--- config.mk ---
export PLATFORM = sky130hd
export DESIGN_NAME = id_stage
export DESIGN_NICKNAME = d
export VERILOG_FILES = /design/src/core_pkg.sv /design/src/decoder.sv /design/src/id_reg.sv /design/src/id_stage.sv
export VERILOG_INCLUDE_DIRS = /design/src
export SDC_FILE = /design/constraint.sdc
export NUM_CORES = 1
export LEC_CHECK = 0
export ABC_AREA = 1
export BUFFER_PORTS_ARGS = -buffer_cell sky130_fd_sc_hd__buf_2
export CAP_MARGIN = 15
export CORE_AREA = 2 2 180 182
export DETAILED_ROUTE_END_ITERATION = 8
export DIE_AREA = 0 0 182 184
export GPL_ROUTABILITY_DRIVEN = 0
export PLACE_DENSITY = 0.66
export SYNTH_ARGS = -nofsm -noshare
export SYNTH_HDL_FRONTEND = slang
export SYNTH_SLANG_ARGS = --single-unit
--- constraint.sdc ---
create_clock -name clk -period 1.1 [get_ports clk]
set_clock_uncertainty 0.1 [all_clocks]
set_input_delay 0.11 -clock clk [delete_from_list [all_inputs] [get_ports clk]]
set_output_delay 0.11 -clock clk [all_outputs]
set_load 0.01 [all_outputs]
--- src/core_macros.svh ---
/*
 * Core-wide constants
 *   data and pc width, register and hart counts
 *   RV32I major opcode field values
 */
`ifndef CORE_MACROS_SVH
`define CORE_MACROS_SVH

//////////////////////////////
// Widths and counts
//////////////////////////////
`define WORD_W     32                    // Data and pc width
`define REG_NUM    32                    // Registers per hart
`define REG_AW     ($clog2(`REG_NUM))    // Register address width
`define HART_NUM   4                     // 2 or 8 also work
`define HART_W     ($clog2(`HART_NUM))   // Hart id width

//////////////////////////////
// RV32I major opcodes
//////////////////////////////
`define OPC_OP     7'b0110011            // Register-register ALU
`define OPC_OPIMM  7'b0010011            // Register-immediate ALU
`define OPC_LUI    7'b0110111
`define OPC_AUIPC  7'b0010111
`define OPC_LOAD   7'b0000011            // LW only
`define OPC_STORE  7'b0100011            // SW only
`define OPC_BRANCH 7'b1100011
`define OPC_JAL    7'b1101111
`define OPC_JALR   7'b1100111

`endif

--- src/core_pkg.sv ---
/*
 * Shared decode types
 *   ALU, compare, memory, bypass and exception enums
 *   ID/EX pipeline content and writeback port structs
 */
`include "core_macros.svh"

package core_pkg;

    typedef enum logic [3:0] {
        ALU_NOP = 4'd0,                  // Zero so reset and bubbles decode as NOP
        ALU_ADD,
        ALU_SUB,
        ALU_AND,
        ALU_OR,
        ALU_XOR,
        ALU_SLT,                         // Signed compare
        ALU_SLL,
        ALU_SRL
    } alu_op_e;

    typedef enum logic [2:0] {
        CMP_NONE = 3'd0,                 // Not a branch
        CMP_EQ,
        CMP_NE,
        CMP_LT,                          // Signed
        CMP_GE                           // Signed
    } cmp_op_e;

    typedef enum logic [1:0] {
        MEM_NONE = 2'd0,
        MEM_LW,
        MEM_SW
    } mem_op_e;

    typedef enum logic [1:0] {
        FWD_GPR = 2'd0,                  // Register file value
        FWD_EX,                          // Bypass from EX result
        FWD_MEM                          // Bypass from MEM result
    } fwd_ctrl_e;

    typedef enum logic [1:0] {
        EXP_NONE    = 2'd0,
        EXP_ILLEGAL
    } exp_code_e;

    // Everything EX needs for one instruction
    typedef struct packed {
        logic               en;          // Slot valid
        logic [`HART_W-1:0] hart_id;
        logic [`WORD_W-1:0] pc;
        alu_op_e            alu_op;
        logic [`WORD_W-1:0] alu_in_0;
        logic [`WORD_W-1:0] alu_in_1;
        cmp_op_e            cmp_op;
        logic [`WORD_W-1:0] cmp_in_0;
        logic [`WORD_W-1:0] cmp_in_1;
        logic               jump_taken;  // Unconditional jump
        logic               is_jalr;
        mem_op_e            mem_op;
        logic [`WORD_W-1:0] mem_wr_data; // Store data
        logic [`REG_AW-1:0] rd_addr;
        logic               gpr_we;
        logic [`WORD_W-1:0] gpr_wr_data; // Link value for jumps
        exp_code_e          exp_code;
    } id_ex_t;

    typedef struct packed {
        logic               we;
        logic [`HART_W-1:0] hart_id;
        logic [`REG_AW-1:0] addr;
        logic [`WORD_W-1:0] data;
    } wb_t;

endpackage

--- src/decoder.sv ---
/*
 * RV32I subset decoder
 *   field extraction and I, S, B, U, J immediates
 *   ALU, compare and memory operation select
 *   illegal opcode and funct detection
 */
`timescale 1ns/1ps
`include "core_macros.svh"

module decoder import core_pkg::*; (
    input  logic               if_en,        // Fetch slot valid
    input  logic [`WORD_W-1:0] pc,
    input  logic [`WORD_W-1:0] insn,
    input  logic [`WORD_W-1:0] rs1_data,     // Operand after bypass
    input  logic [`WORD_W-1:0] rs2_data,
    output logic [`REG_AW-1:0] rs1_addr,     // To register file and forwarding
    output logic [`REG_AW-1:0] rs2_addr,
    output logic [1:0]         src_reg_used, // Bit 0 rs1, bit 1 rs2
    output id_ex_t             decoded       // Hart id left zero here
);

    logic [6:0]         opcode;
    logic [2:0]         funct3;
    logic [6:0]         funct7;
    logic [`WORD_W-1:0] imm_i;
    logic [`WORD_W-1:0] imm_s;
    logic [`WORD_W-1:0] imm_b;
    logic [`WORD_W-1:0] imm_u;
    logic [`WORD_W-1:0] imm_j;
    alu_op_e            funct_op;            // ALU op from funct fields
    logic               funct_ok;
    logic               illegal;

    //////////////////////////////
    // Fields and immediates
    //////////////////////////////
    assign opcode   = insn[6:0];
    assign funct3   = insn[14:12];
    assign funct7   = insn[31:25];
    assign rs1_addr = insn[19:15];
    assign rs2_addr = insn[24:20];

    assign imm_i = {{20{insn[31]}}, insn[31:20]};
    assign imm_s = {{20{insn[31]}}, insn[31:25], insn[11:7]};
    assign imm_b = {{19{insn[31]}}, insn[31], insn[7], insn[30:25], insn[11:8], 1'b0};
    assign imm_u = {insn[31:12], 12'b0};
    assign imm_j = {{11{insn[31]}}, insn[31], insn[19:12], insn[20], insn[30:21], 1'b0};

    // funct decode shared by OP and OP-IMM
    always_comb begin
        funct_ok = 1'b1;
        case (funct3)
            3'b000: funct_op = (opcode == `OPC_OP && funct7 == 7'b0100000) ? ALU_SUB : ALU_ADD;
            3'b001: funct_op = ALU_SLL;
            3'b010: funct_op = ALU_SLT;
            3'b100: funct_op = ALU_XOR;
            3'b101: funct_op = ALU_SRL;
            3'b110: funct_op = ALU_OR;
            3'b111: funct_op = ALU_AND;
            default: begin
                funct_op = ALU_NOP;          // SLTU not supported
                funct_ok = 1'b0;
            end
        endcase
        if (funct3 == 3'b001 || funct3 == 3'b101) begin
            funct_ok = funct_ok && (funct7 == 7'b0);          // Logical shifts only
        end else if (opcode == `OPC_OP && funct3 == 3'b000) begin
            funct_ok = (funct7 == 7'b0) || (funct7 == 7'b0100000); // ADD or SUB
        end else if (opcode == `OPC_OP) begin
            funct_ok = funct_ok && (funct7 == 7'b0);
        end
    end

    //////////////////////////////
    // Per-opcode decode
    //////////////////////////////
    always_comb begin
        decoded          = '0;
        src_reg_used     = 2'b00;
        illegal          = 1'b0;
        decoded.en       = if_en;
        decoded.pc       = pc;
        decoded.rd_addr  = insn[11:7];
        decoded.alu_in_0 = rs1_data;         // Default operand pair
        decoded.alu_in_1 = imm_i;
        case (opcode)
            `OPC_OP: begin
                decoded.alu_op   = funct_op;
                decoded.alu_in_1 = rs2_data;
                decoded.gpr_we   = 1'b1;
                src_reg_used     = 2'b11;
                illegal          = !funct_ok;
            end
            `OPC_OPIMM: begin
                decoded.alu_op = funct_op;
                decoded.gpr_we = 1'b1;
                src_reg_used   = 2'b01;
                illegal        = !funct_ok;
            end
            `OPC_LUI: begin
                decoded.alu_op   = ALU_ADD;      // 0 + imm
                decoded.alu_in_0 = '0;
                decoded.alu_in_1 = imm_u;
                decoded.gpr_we   = 1'b1;
            end
            `OPC_AUIPC: begin
                decoded.alu_op   = ALU_ADD;      // pc + imm
                decoded.alu_in_0 = pc;
                decoded.alu_in_1 = imm_u;
                decoded.gpr_we   = 1'b1;
            end
            `OPC_LOAD: begin
                decoded.alu_op = ALU_ADD;        // Address calc
                decoded.mem_op = MEM_LW;
                decoded.gpr_we = 1'b1;
                src_reg_used   = 2'b01;
            end
            `OPC_STORE: begin
                decoded.alu_op      = ALU_ADD;
                decoded.alu_in_1    = imm_s;
                decoded.mem_op      = MEM_SW;
                decoded.mem_wr_data = rs2_data;
                src_reg_used        = 2'b11;
            end
            `OPC_BRANCH: begin
                decoded.alu_in_1 = imm_b;
                decoded.cmp_in_0 = rs1_data;
                decoded.cmp_in_1 = rs2_data;
                src_reg_used     = 2'b11;
                case (funct3)
                    3'b000:  decoded.cmp_op = CMP_EQ;
                    3'b001:  decoded.cmp_op = CMP_NE;
                    3'b100:  decoded.cmp_op = CMP_LT;
                    3'b101:  decoded.cmp_op = CMP_GE;
                    default: decoded.cmp_op = CMP_NONE; // BLTU and BGEU not taken
                endcase
            end
            `OPC_JAL: begin
                decoded.alu_op      = ALU_ADD;   // Jump target
                decoded.alu_in_0    = pc;
                decoded.alu_in_1    = imm_j;
                decoded.jump_taken  = 1'b1;
                decoded.gpr_we      = 1'b1;
                decoded.gpr_wr_data = pc + 'd4;  // Link address
            end
            `OPC_JALR: begin
                decoded.alu_op      = ALU_ADD;
                decoded.alu_in_0    = pc;
                decoded.is_jalr     = 1'b1;
                decoded.gpr_we      = 1'b1;
                decoded.gpr_wr_data = pc + 'd4;
                src_reg_used        = 2'b01;
            end
            default: illegal = 1'b1;         // Unknown major opcode
        endcase
        if (illegal) begin
            decoded.exp_code = EXP_ILLEGAL;
            decoded.gpr_we   = 1'b0;
            decoded.mem_op   = MEM_NONE;
        end
        if (!if_en) begin                    // Empty slot has no side effects
            decoded.gpr_we = 1'b0;
            decoded.mem_op = MEM_NONE;
        end
    end

endmodule

--- src/id_reg.sv ---
/*
 * ID/EX pipeline register
 *   flush loads a bubble, stall holds, else loads decode
 */
`timescale 1ns/1ps

module id_reg import core_pkg::*; (
    input  logic   clk,
    input  logic   rst_n,
    input  logic   stall,    // Hold current content
    input  logic   flush,    // Kill slot even when stalled
    input  id_ex_t decoded,  // Next content from decode
    output id_ex_t id_ex     // Instruction in EX
);

    always_ff @(posedge clk or negedge rst_n) begin
        if (!rst_n) begin
            id_ex <= '0;             // en low, no write, MEM_NONE
        end else if (flush) begin
            id_ex <= '0;             // Bubble
        end else if (!stall) begin
            id_ex <= decoded;
        end
    end

    // A flushed slot never reaches EX as valid
    a_flush_bubble : assert property (
        @(posedge clk) disable iff (!rst_n)
        flush |=> !id_ex.en
    );

endmodule

--- src/id_stage.sv ---
/*
 * Instruction decode stage
 *   operand bypass multiplexers
 *   decoder and ID/EX register
 */
`timescale 1ns/1ps
`include "core_macros.svh"

module id_stage import core_pkg::*; (
    input  logic               clk,
    input  logic               rst_n,
    input  logic               stall,
    input  logic               flush,
    input  logic               if_en,         // Fetch slot valid
    input  logic [`HART_W-1:0] if_hart_id,
    input  logic [`WORD_W-1:0] if_pc,
    input  logic [`WORD_W-1:0] if_insn,
    input  logic [`WORD_W-1:0] gpr_rs1_data,  // Register file reads
    input  logic [`WORD_W-1:0] gpr_rs2_data,
    input  logic [`WORD_W-1:0] ex_fwd_data,   // EX result bypass
    input  logic [`WORD_W-1:0] mem_fwd_data,  // MEM result bypass
    input  fwd_ctrl_e          rs1_fwd_ctrl,
    input  fwd_ctrl_e          rs2_fwd_ctrl,
    output logic [`REG_AW-1:0] gpr_rs1_addr,
    output logic [`REG_AW-1:0] gpr_rs2_addr,
    output logic [1:0]         src_reg_used,
    output id_ex_t             id_ex
);

    logic [`WORD_W-1:0] rs1_data;     // Operand after bypass
    logic [`WORD_W-1:0] rs2_data;
    id_ex_t             dec_out;      // Decoder result
    id_ex_t             stage_next;   // With hart id attached

    function automatic logic [`WORD_W-1:0] fwd_mux(fwd_ctrl_e sel, logic [`WORD_W-1:0] gpr);
        case (sel)
            FWD_EX:  return ex_fwd_data;
            FWD_MEM: return mem_fwd_data;
            default: return gpr;      // No hazard
        endcase
    endfunction

    always_comb begin
        rs1_data = fwd_mux(rs1_fwd_ctrl, gpr_rs1_data);
        rs2_data = fwd_mux(rs2_fwd_ctrl, gpr_rs2_data);
    end

    decoder u_decoder (
        .if_en        (if_en),
        .pc           (if_pc),
        .insn         (if_insn),
        .rs1_data     (rs1_data),
        .rs2_data     (rs2_data),
        .rs1_addr     (gpr_rs1_addr),
        .rs2_addr     (gpr_rs2_addr),
        .src_reg_used (src_reg_used),
        .decoded      (dec_out)
    );

    always_comb begin
        stage_next         = dec_out;
        stage_next.hart_id = if_hart_id;  // Tag slot with its hart
    end

    id_reg u_id_reg (
        .clk     (clk),
        .rst_n   (rst_n),
        .stall   (stall),
        .flush   (flush),
        .decoded (stage_next),
        .id_ex   (id_ex)
    );

endmodule

==> flow_summary.toml, run 1 <==
[status]
status = "complete, but fails checks"
violations = "negative hold slack, negative setup slack"

[power]
ir_drop_uv = 1180
pwr-share-clk = 0.399
seqPwrFrac = 0.379
switching_share = 0.285
power_leakage_nw = 11.9
switchingPower_mw = 7.13
p_int_mw = 17.9
combPwrFrac = 0.222
total_power_mw = 25.0
p_per_area_nw_per_um2 = 1120

[layout]
drive_above_1_share = 0.424
reg.largest.list = "u_id_reg.id_ex: 245 flops"
multi_input_area_um2 = 6330
largest_reg_flops = 245
top_register = "u_id_reg.id_ex"
fillers = 2239
seq_area_um2 = 6130
nets = 2796
area_delta_synth_final_pct = 82.3

[floorplan]
die_x_um = 182
die-area_um2 = 33500
initial_utilization = 0.391
core-area_um2 = 31400
io_pins = 461
rows = 65
die_h_um = 184

[detailed_routing]
first_pass_iters = 7
vias = 16800
drtIter0Drc = 1948
routedWlPerCell_um = 21.5
viasPerCell = 5.57
finalWirelength_mm = 65.0
antenna_left = 0
drc = 0

[logic_synthesis]
post_synth_mux_area_share = 0
synth-async-reset-ratio = 1.00
synthSimpleGateAreaFrac = 0.301
avgSynthCellArea_um2 = 7.52
synth_fa_ha_area_frac = 0.00510
ys_ff_latch = 245
ys_types = 37
yosys_warnings = 0
synth-main-ff-cell = "dfrtp_1"
seq_area_frac_synth = 0.500
synth-xor-area-share = 0.000714
syn_nets = 1838
netlist_area_um2 = 12300
synth_top_family_by_area = "simple AND/OR/NAND/NOR gates"
synth_compound_area_frac = 0.131
synth_edf_count = 0
synthCells = 1630

[hold_path]
min_path_type = "in -> reg"

[placed_design]
dp_hpwl_mm = 43.4
io_buffers = 459
dp_slack_ns = -0.581

[critical_path]
setup.worst_path.class = "reg -> out"
start_kind = "register"
required_ns = 0.89
critical_path.max_stage_delay_ns = 0.43
crit_fanout = 2
cp.arrival_ns = 1.16
crit_path_cell_trace = "buf_2"
cp_num_buf_inv = 1
crit_family = "flip-flops"
crit_path_end_kind = "output pin"
crit_slowest_cell = "dfrtp_1"

[sta]
hold_violations = 28
rsz0062_at_grt = "true"
fmax_mhz = 732
fin_crit_ns = 1.37
worst_slack_ns = -0.266
drv_slew = 0
setup_viol = 256
setup_tns_ns = -47.40
fin_crit_sh = 1.24
holdWs_ns = -0.0533

[clocking]
clock_latency_ns = 0.55
cts-root-buf = "clkbuf_16"
clock_sinks = 245
cts_buffer_depth = 3
clk_pin_slew_worst_paths_ns = 0.06
cts_tree = "built"
cts_max_level = 1
cts-buffers-inserted = 28

[run]
drv_cap = 0

[grt]
grt_max_degree = 45
grt_pass1_vias = 16000
grt-ovfl-total = 0
grt_antenna_before_repair = 11
grt.total_usage = 0.353
grt_pass1_wl_mm = 91.4
## tightest hold or removal path: cells and delay by family
family / cells / cell delay [ns]
AO/OA/AOI/OAI: 1 / 0.06
AND/OR/NAND/NOR: 1 / 0.08
buffers and inverters: 3 / 0.30
## cells by family after synthesis
family,after synthesis
AO/OA/AOI/OAI,305
XOR/XNOR,1
buffers and inverters,181
adder cells (fa/ha/maj),5
AND/OR/NAND/NOR,892
flip-flops,245
other,1
## metal layers
layer | vias up | GRT usage | share of wire
li1 | 7245 | - | -
met1 | 7881 | 0.435 | 0.35
met2 | 1336 | 0.592 | 0.47
met3 | 352 | 0.0695 | 0.11
met4 | 2 | 0.180 | 0.069
met5 | - | 0 | 0.00020
## layout by cell type (no fill, tap or decap), drive strengths merged, types with 10 or more instances in the layout
master,Yosys,routed
nor2,69,69
nand4,11,11
o21ai,251,251
buf,31,847
or2,13,13
nand3,140,140
clkbuf,69,41
inv,81,82
nand2,634,634
dlygate4sd3,0,162
diode,0,10
nor3,21,21
dlymetal6s4s,0,12
dfrtp,245,245
a21oi,29,29
a22o,14,14
## final timing paths
check	startpoint	endpoint	slack (ns)	cells after the start
worst max-delay path	u_id_reg.id_ex[172]	id_ex[172]	-0.27	1
worst min-delay path	if_pc[4]	u_id_reg.id_ex[6]	-0.05	5
worst max register to register	u_id_reg.id_ex[204]	u_id_reg.id_ex[204]	0.04	3
worst min register to register	u_id_reg.id_ex[220]	u_id_reg.id_ex[220]	0.38	2
max in group asynchronous	rst_n	u_id_reg.id_ex[154]	0.38	3
min in group asynchronous	rst_n	u_id_reg.id_ex[125]	-0.04	2
## synth_stat cells (2+ instances only)
master	number	area share
o211ai_1	2	0.0012
or2_2	13	0.0066
nor2_4	3	0.0028
buf_2	13	0.0053
o21ai_0	222	0.091
clkbuf_1	69	0.021
buf_6	2	0.0018
o21ai_1	29	0.012
inv_1	67	0.021
nand3_2	2	0.0016
buf_4	13	0.0080
nand3b_1	3	0.0018
nand4_1	10	0.0051
nand2_1	632	0.19
buf_1	3	0.00092
dfrtp_1	245	0.50
nor2_2	3	0.0015
nand3_1	138	0.056
a21oi_1	29	0.012
o31ai_1	3	0.0018
nor3_2	2	0.0016
nor2_1	63	0.019
a22o_1	14	0.010
a32o_1	2	0.0016
ha_1	5	0.0051
inv_2	14	0.0043
nor3_1	19	0.0078
## final cells by class
class                   instances  area share
diodes                         10     0.00112
clock buffers                  36      0.0363
clock inverters                12     0.00727
inverters                      81      0.0161
multi-input cells            1204       0.283
flip-flops and latches        245       0.274
well taps                     402      0.0225
repair buffers               1026       0.359
repair inverters                2    0.000671
## power groups by stage
stage                     combinational [mW]  clock [mW]  sequential, mW
after floorplan                         1.70           0            9.71
after global placement                  4.13           0            9.62
after detailed placement                4.17           0            9.62
after CTS                               4.89        10.0            9.46
after global routing                    5.87        10.4            9.50
final                                   5.57        9.98            9.49
## what timing repair did
action                                  4_1_cts  5_1_grt
endpoints found under the setup margin      248      333
pin swaps                                     2       46
hold endpoints to repair                    468       35
buffers inserted                             84       70
gates cloned                                  1        5
gates resized for setup                      68      192
hold buffers                                174        6
## stage by stage
step | util | cell area, um^2 | cells
6_report | 0.712 | 22400 | 3018
5_1_grt | 0.712 | 22400 | 3018
4_1_cts | 0.670 | 21000 | 2952
3_5_place_dp | 0.555 | 17400 | 2646
3_3_place_gp | 0.555 | 17400 | 2646
2_1_floorplan | - | 13000 | 1630
No activity file was read; power rests on OpenSTA's default activity.
==> run 2, diff against run 1 <==
Settings changed: BUFFER_PORTS_ARGS -buffer_cell sky130_fd_sc_hd__buf_2 to default, CORE_AREA 2 2 180 182 to 2 2 179 181, CTS_CLUSTER_DIAMETER from default to 30, DIE_AREA 0 0 182 184 to 0 0 181 183, DONT_BUFFER_PORTS from default to 1, PLACE_DENSITY 0.66 to default.
==> flow_summary.toml, run 2 (synthesis results as in run 1) <==
[status]
status = "complete, but fails checks"
violations = "negative hold slack, negative setup slack"

[detailed_routing]
first_pass_iters = 6
drc = 0
routedWlPerCell_um = 23.1
drtIter0Drc = 1201
finalWirelength_mm = 58.5
vias = 14000
viasPerCell = 5.55
antenna_left = 0

[hold_path]
min_path_type = "in -> async"

[clocking]
cts_buffer_depth = 3
clk_pin_slew_worst_paths_ns = 0.05
cts-buffers-inserted = 54
cts_max_level = 2
clock_latency_ns = 0.53
cts-root-buf = "clkbuf_16"
cts_tree = "built"
clock_sinks = 245

[sta]
holdWs_ns = -0.833
worst_slack_ns = -0.194
drv_slew = 0
fin_crit_sh = 1.18
fmax_mhz = 773
fin_crit_ns = 1.29
setup_viol = 273
rsz0062_at_grt = "true"
setup_tns_ns = -21.29
hold_violations = 378

[critical_path]
crit_path_end_kind = "output pin"
cp_num_buf_inv = 1
start_kind = "register"
worstSetupPathDepth = 1
required_ns = 0.89
worstRegToRegCells = 4
cp.arrival_ns = 1.08
crit_fanout = 2
setup.worst_path.class = "reg -> out"
crit_path_cell_trace = "buf_6"
crit_family = "flip-flops"
critical_path.max_stage_delay_ns = 0.40
crit_slowest_cell = "dfrtp_1"

[floorplan]
die_h_um = 183
die-area_um2 = 33100
core-area_um2 = 31200
die_x_um = 181
io_pins = 461
rows = 65
initial_utilization = 0.393

[placed_design]
dp_slack_ns = -0.427
io_buffers = 0
postPlaceCellArea_um2 = 14700
dp_hpwl_mm = 40.4

[power]
switchingPower_mw = 7.92
total_power_mw = 29.7
power_leakage_nw = 9.72
switching_share = 0.267
p_int_mw = 21.8
pwr-share-clk = 0.540
ir_drop_uv = 1030
combPwrFrac = 0.134
p_per_area_nw_per_um2 = 1500
seqPwrFrac = 0.326

[layout]
area_delta_synth_final_pct = 61.5
nets = 2277
postLayoutCellArea_um2 = 19800
final_common_cell = "nand2_1"
multi_input_area_um2 = 6050
post-route-util = 0.634
reg.largest.list = "u_id_reg.id_ex: 245 flops"
drive_above_1_share = 0.254
seq_area_um2 = 6190
largest_reg_flops = 245
fillers = 2559
top_register = "u_id_reg.id_ex"
final_cell_mix = "nand2_1 (614), dlygate4sd3_1 (200), dfrtp_1 (199)"

[grt]
grt_pass1_wl_mm = 85.0
grt_pass1_vias = 13700
grt_antenna_before_repair = 13
grt_max_degree = 246
grt-ovfl-total = 0
grt.total_usage = 0.336

[run]
drv_cap = 0
==> run 2: changes by cell type in the layout (fill, tap and decap cells not counted), sizes merged <==
| cell | previous run | this run |
|---|---|---|
| bufinv | 4 | 3 |
| buf | 847 | 228 |
| dlymetal6s4s | 12 | 53 |
| clkinvlp | 1 | 14 |
| clkbuf | 41 | 69 |
| diode | 10 | 14 |
| clkinv | 8 | 13 |
| inv | 82 | 84 |
| dlygate4sd3 | 162 | 200 |
==> run 2: per-layer routing <==
layer  up-vias  routed length [um]  track usage
met2       899               27400        0.551
met1      6700               21800        0.406
li1       6237                   -            -
met4         4                3090        0.154
met3       195                6230        0.105
met5         -                  27            0
==> run 2: final cells by class <==
| class | count | area share |
|---|---|---|
| Antenna cell | 14 | 0.00177 |
| Clock buffer | 67 | 0.0774 |
| Clock inverter | 33 | 0.0159 |
| Inverter | 81 | 0.0176 |
| Multi-Input combinational cell | 1204 | 0.306 |
| Sequential cell | 245 | 0.312 |
| Tap cell | 402 | 0.0254 |
| Timing Repair Buffer | 483 | 0.244 |
==> run 2: what timing repair did <==
action | CTS | global route
setup endpoints to repair | 247 | 330
setup buffers | 7 | 19
gates cloned | 0 | 3
endpoints found under the hold margin | 490 | 380
gates resized for setup | 39 | 136
hold buffers | 222 | 38
pin swaps | 2 | 20
==> run 2: power groups by stage <==
stage / clock network (mW) / registers (mW) / logic [mW]
6_report: 16.0 / 9.70 / 3.97
5_1_grt: 16.6 / 9.71 / 4.22
4_1_cts: 16.1 / 9.69 / 3.59
3_5_place_dp: 0 / 9.81 / 2.75
3_3_place_gp: 0 / 9.82 / 2.71
2_1_floorplan: 0 / 9.71 / 1.70
==> run 2: worst paths after layout <==
check / start / endpoint / slack [ns]
max: u_id_reg.id_ex[10] / id_ex[10] / -0.19
min: rst_n / u_id_reg.id_ex[140] / -0.83
max reg2reg: u_id_reg.id_ex[71] / u_id_reg.id_ex[71] / 0.12
min reg2reg: u_id_reg.id_ex[107] / u_id_reg.id_ex[107] / 0.41
max in group asynchronous: rst_n / u_id_reg.id_ex[113] / 1.39
min in group clk: if_pc[11] / u_id_reg.id_ex[13] / -0.31
==> run 2: metrics by stage <==
| step | hold slack [ns] | cells |
|---|---|---|
| 6_report | -0.833 | 2529 |
| 4_1_cts | -0.858 | 2463 |
| 5_1_grt | -0.859 | 2522 |
| 3_5_place_dp | -0.281 | 2135 |
| 2_1_floorplan | -0.286 | 1630 |
| 3_3_place_gp | -0.279 | 2135 |
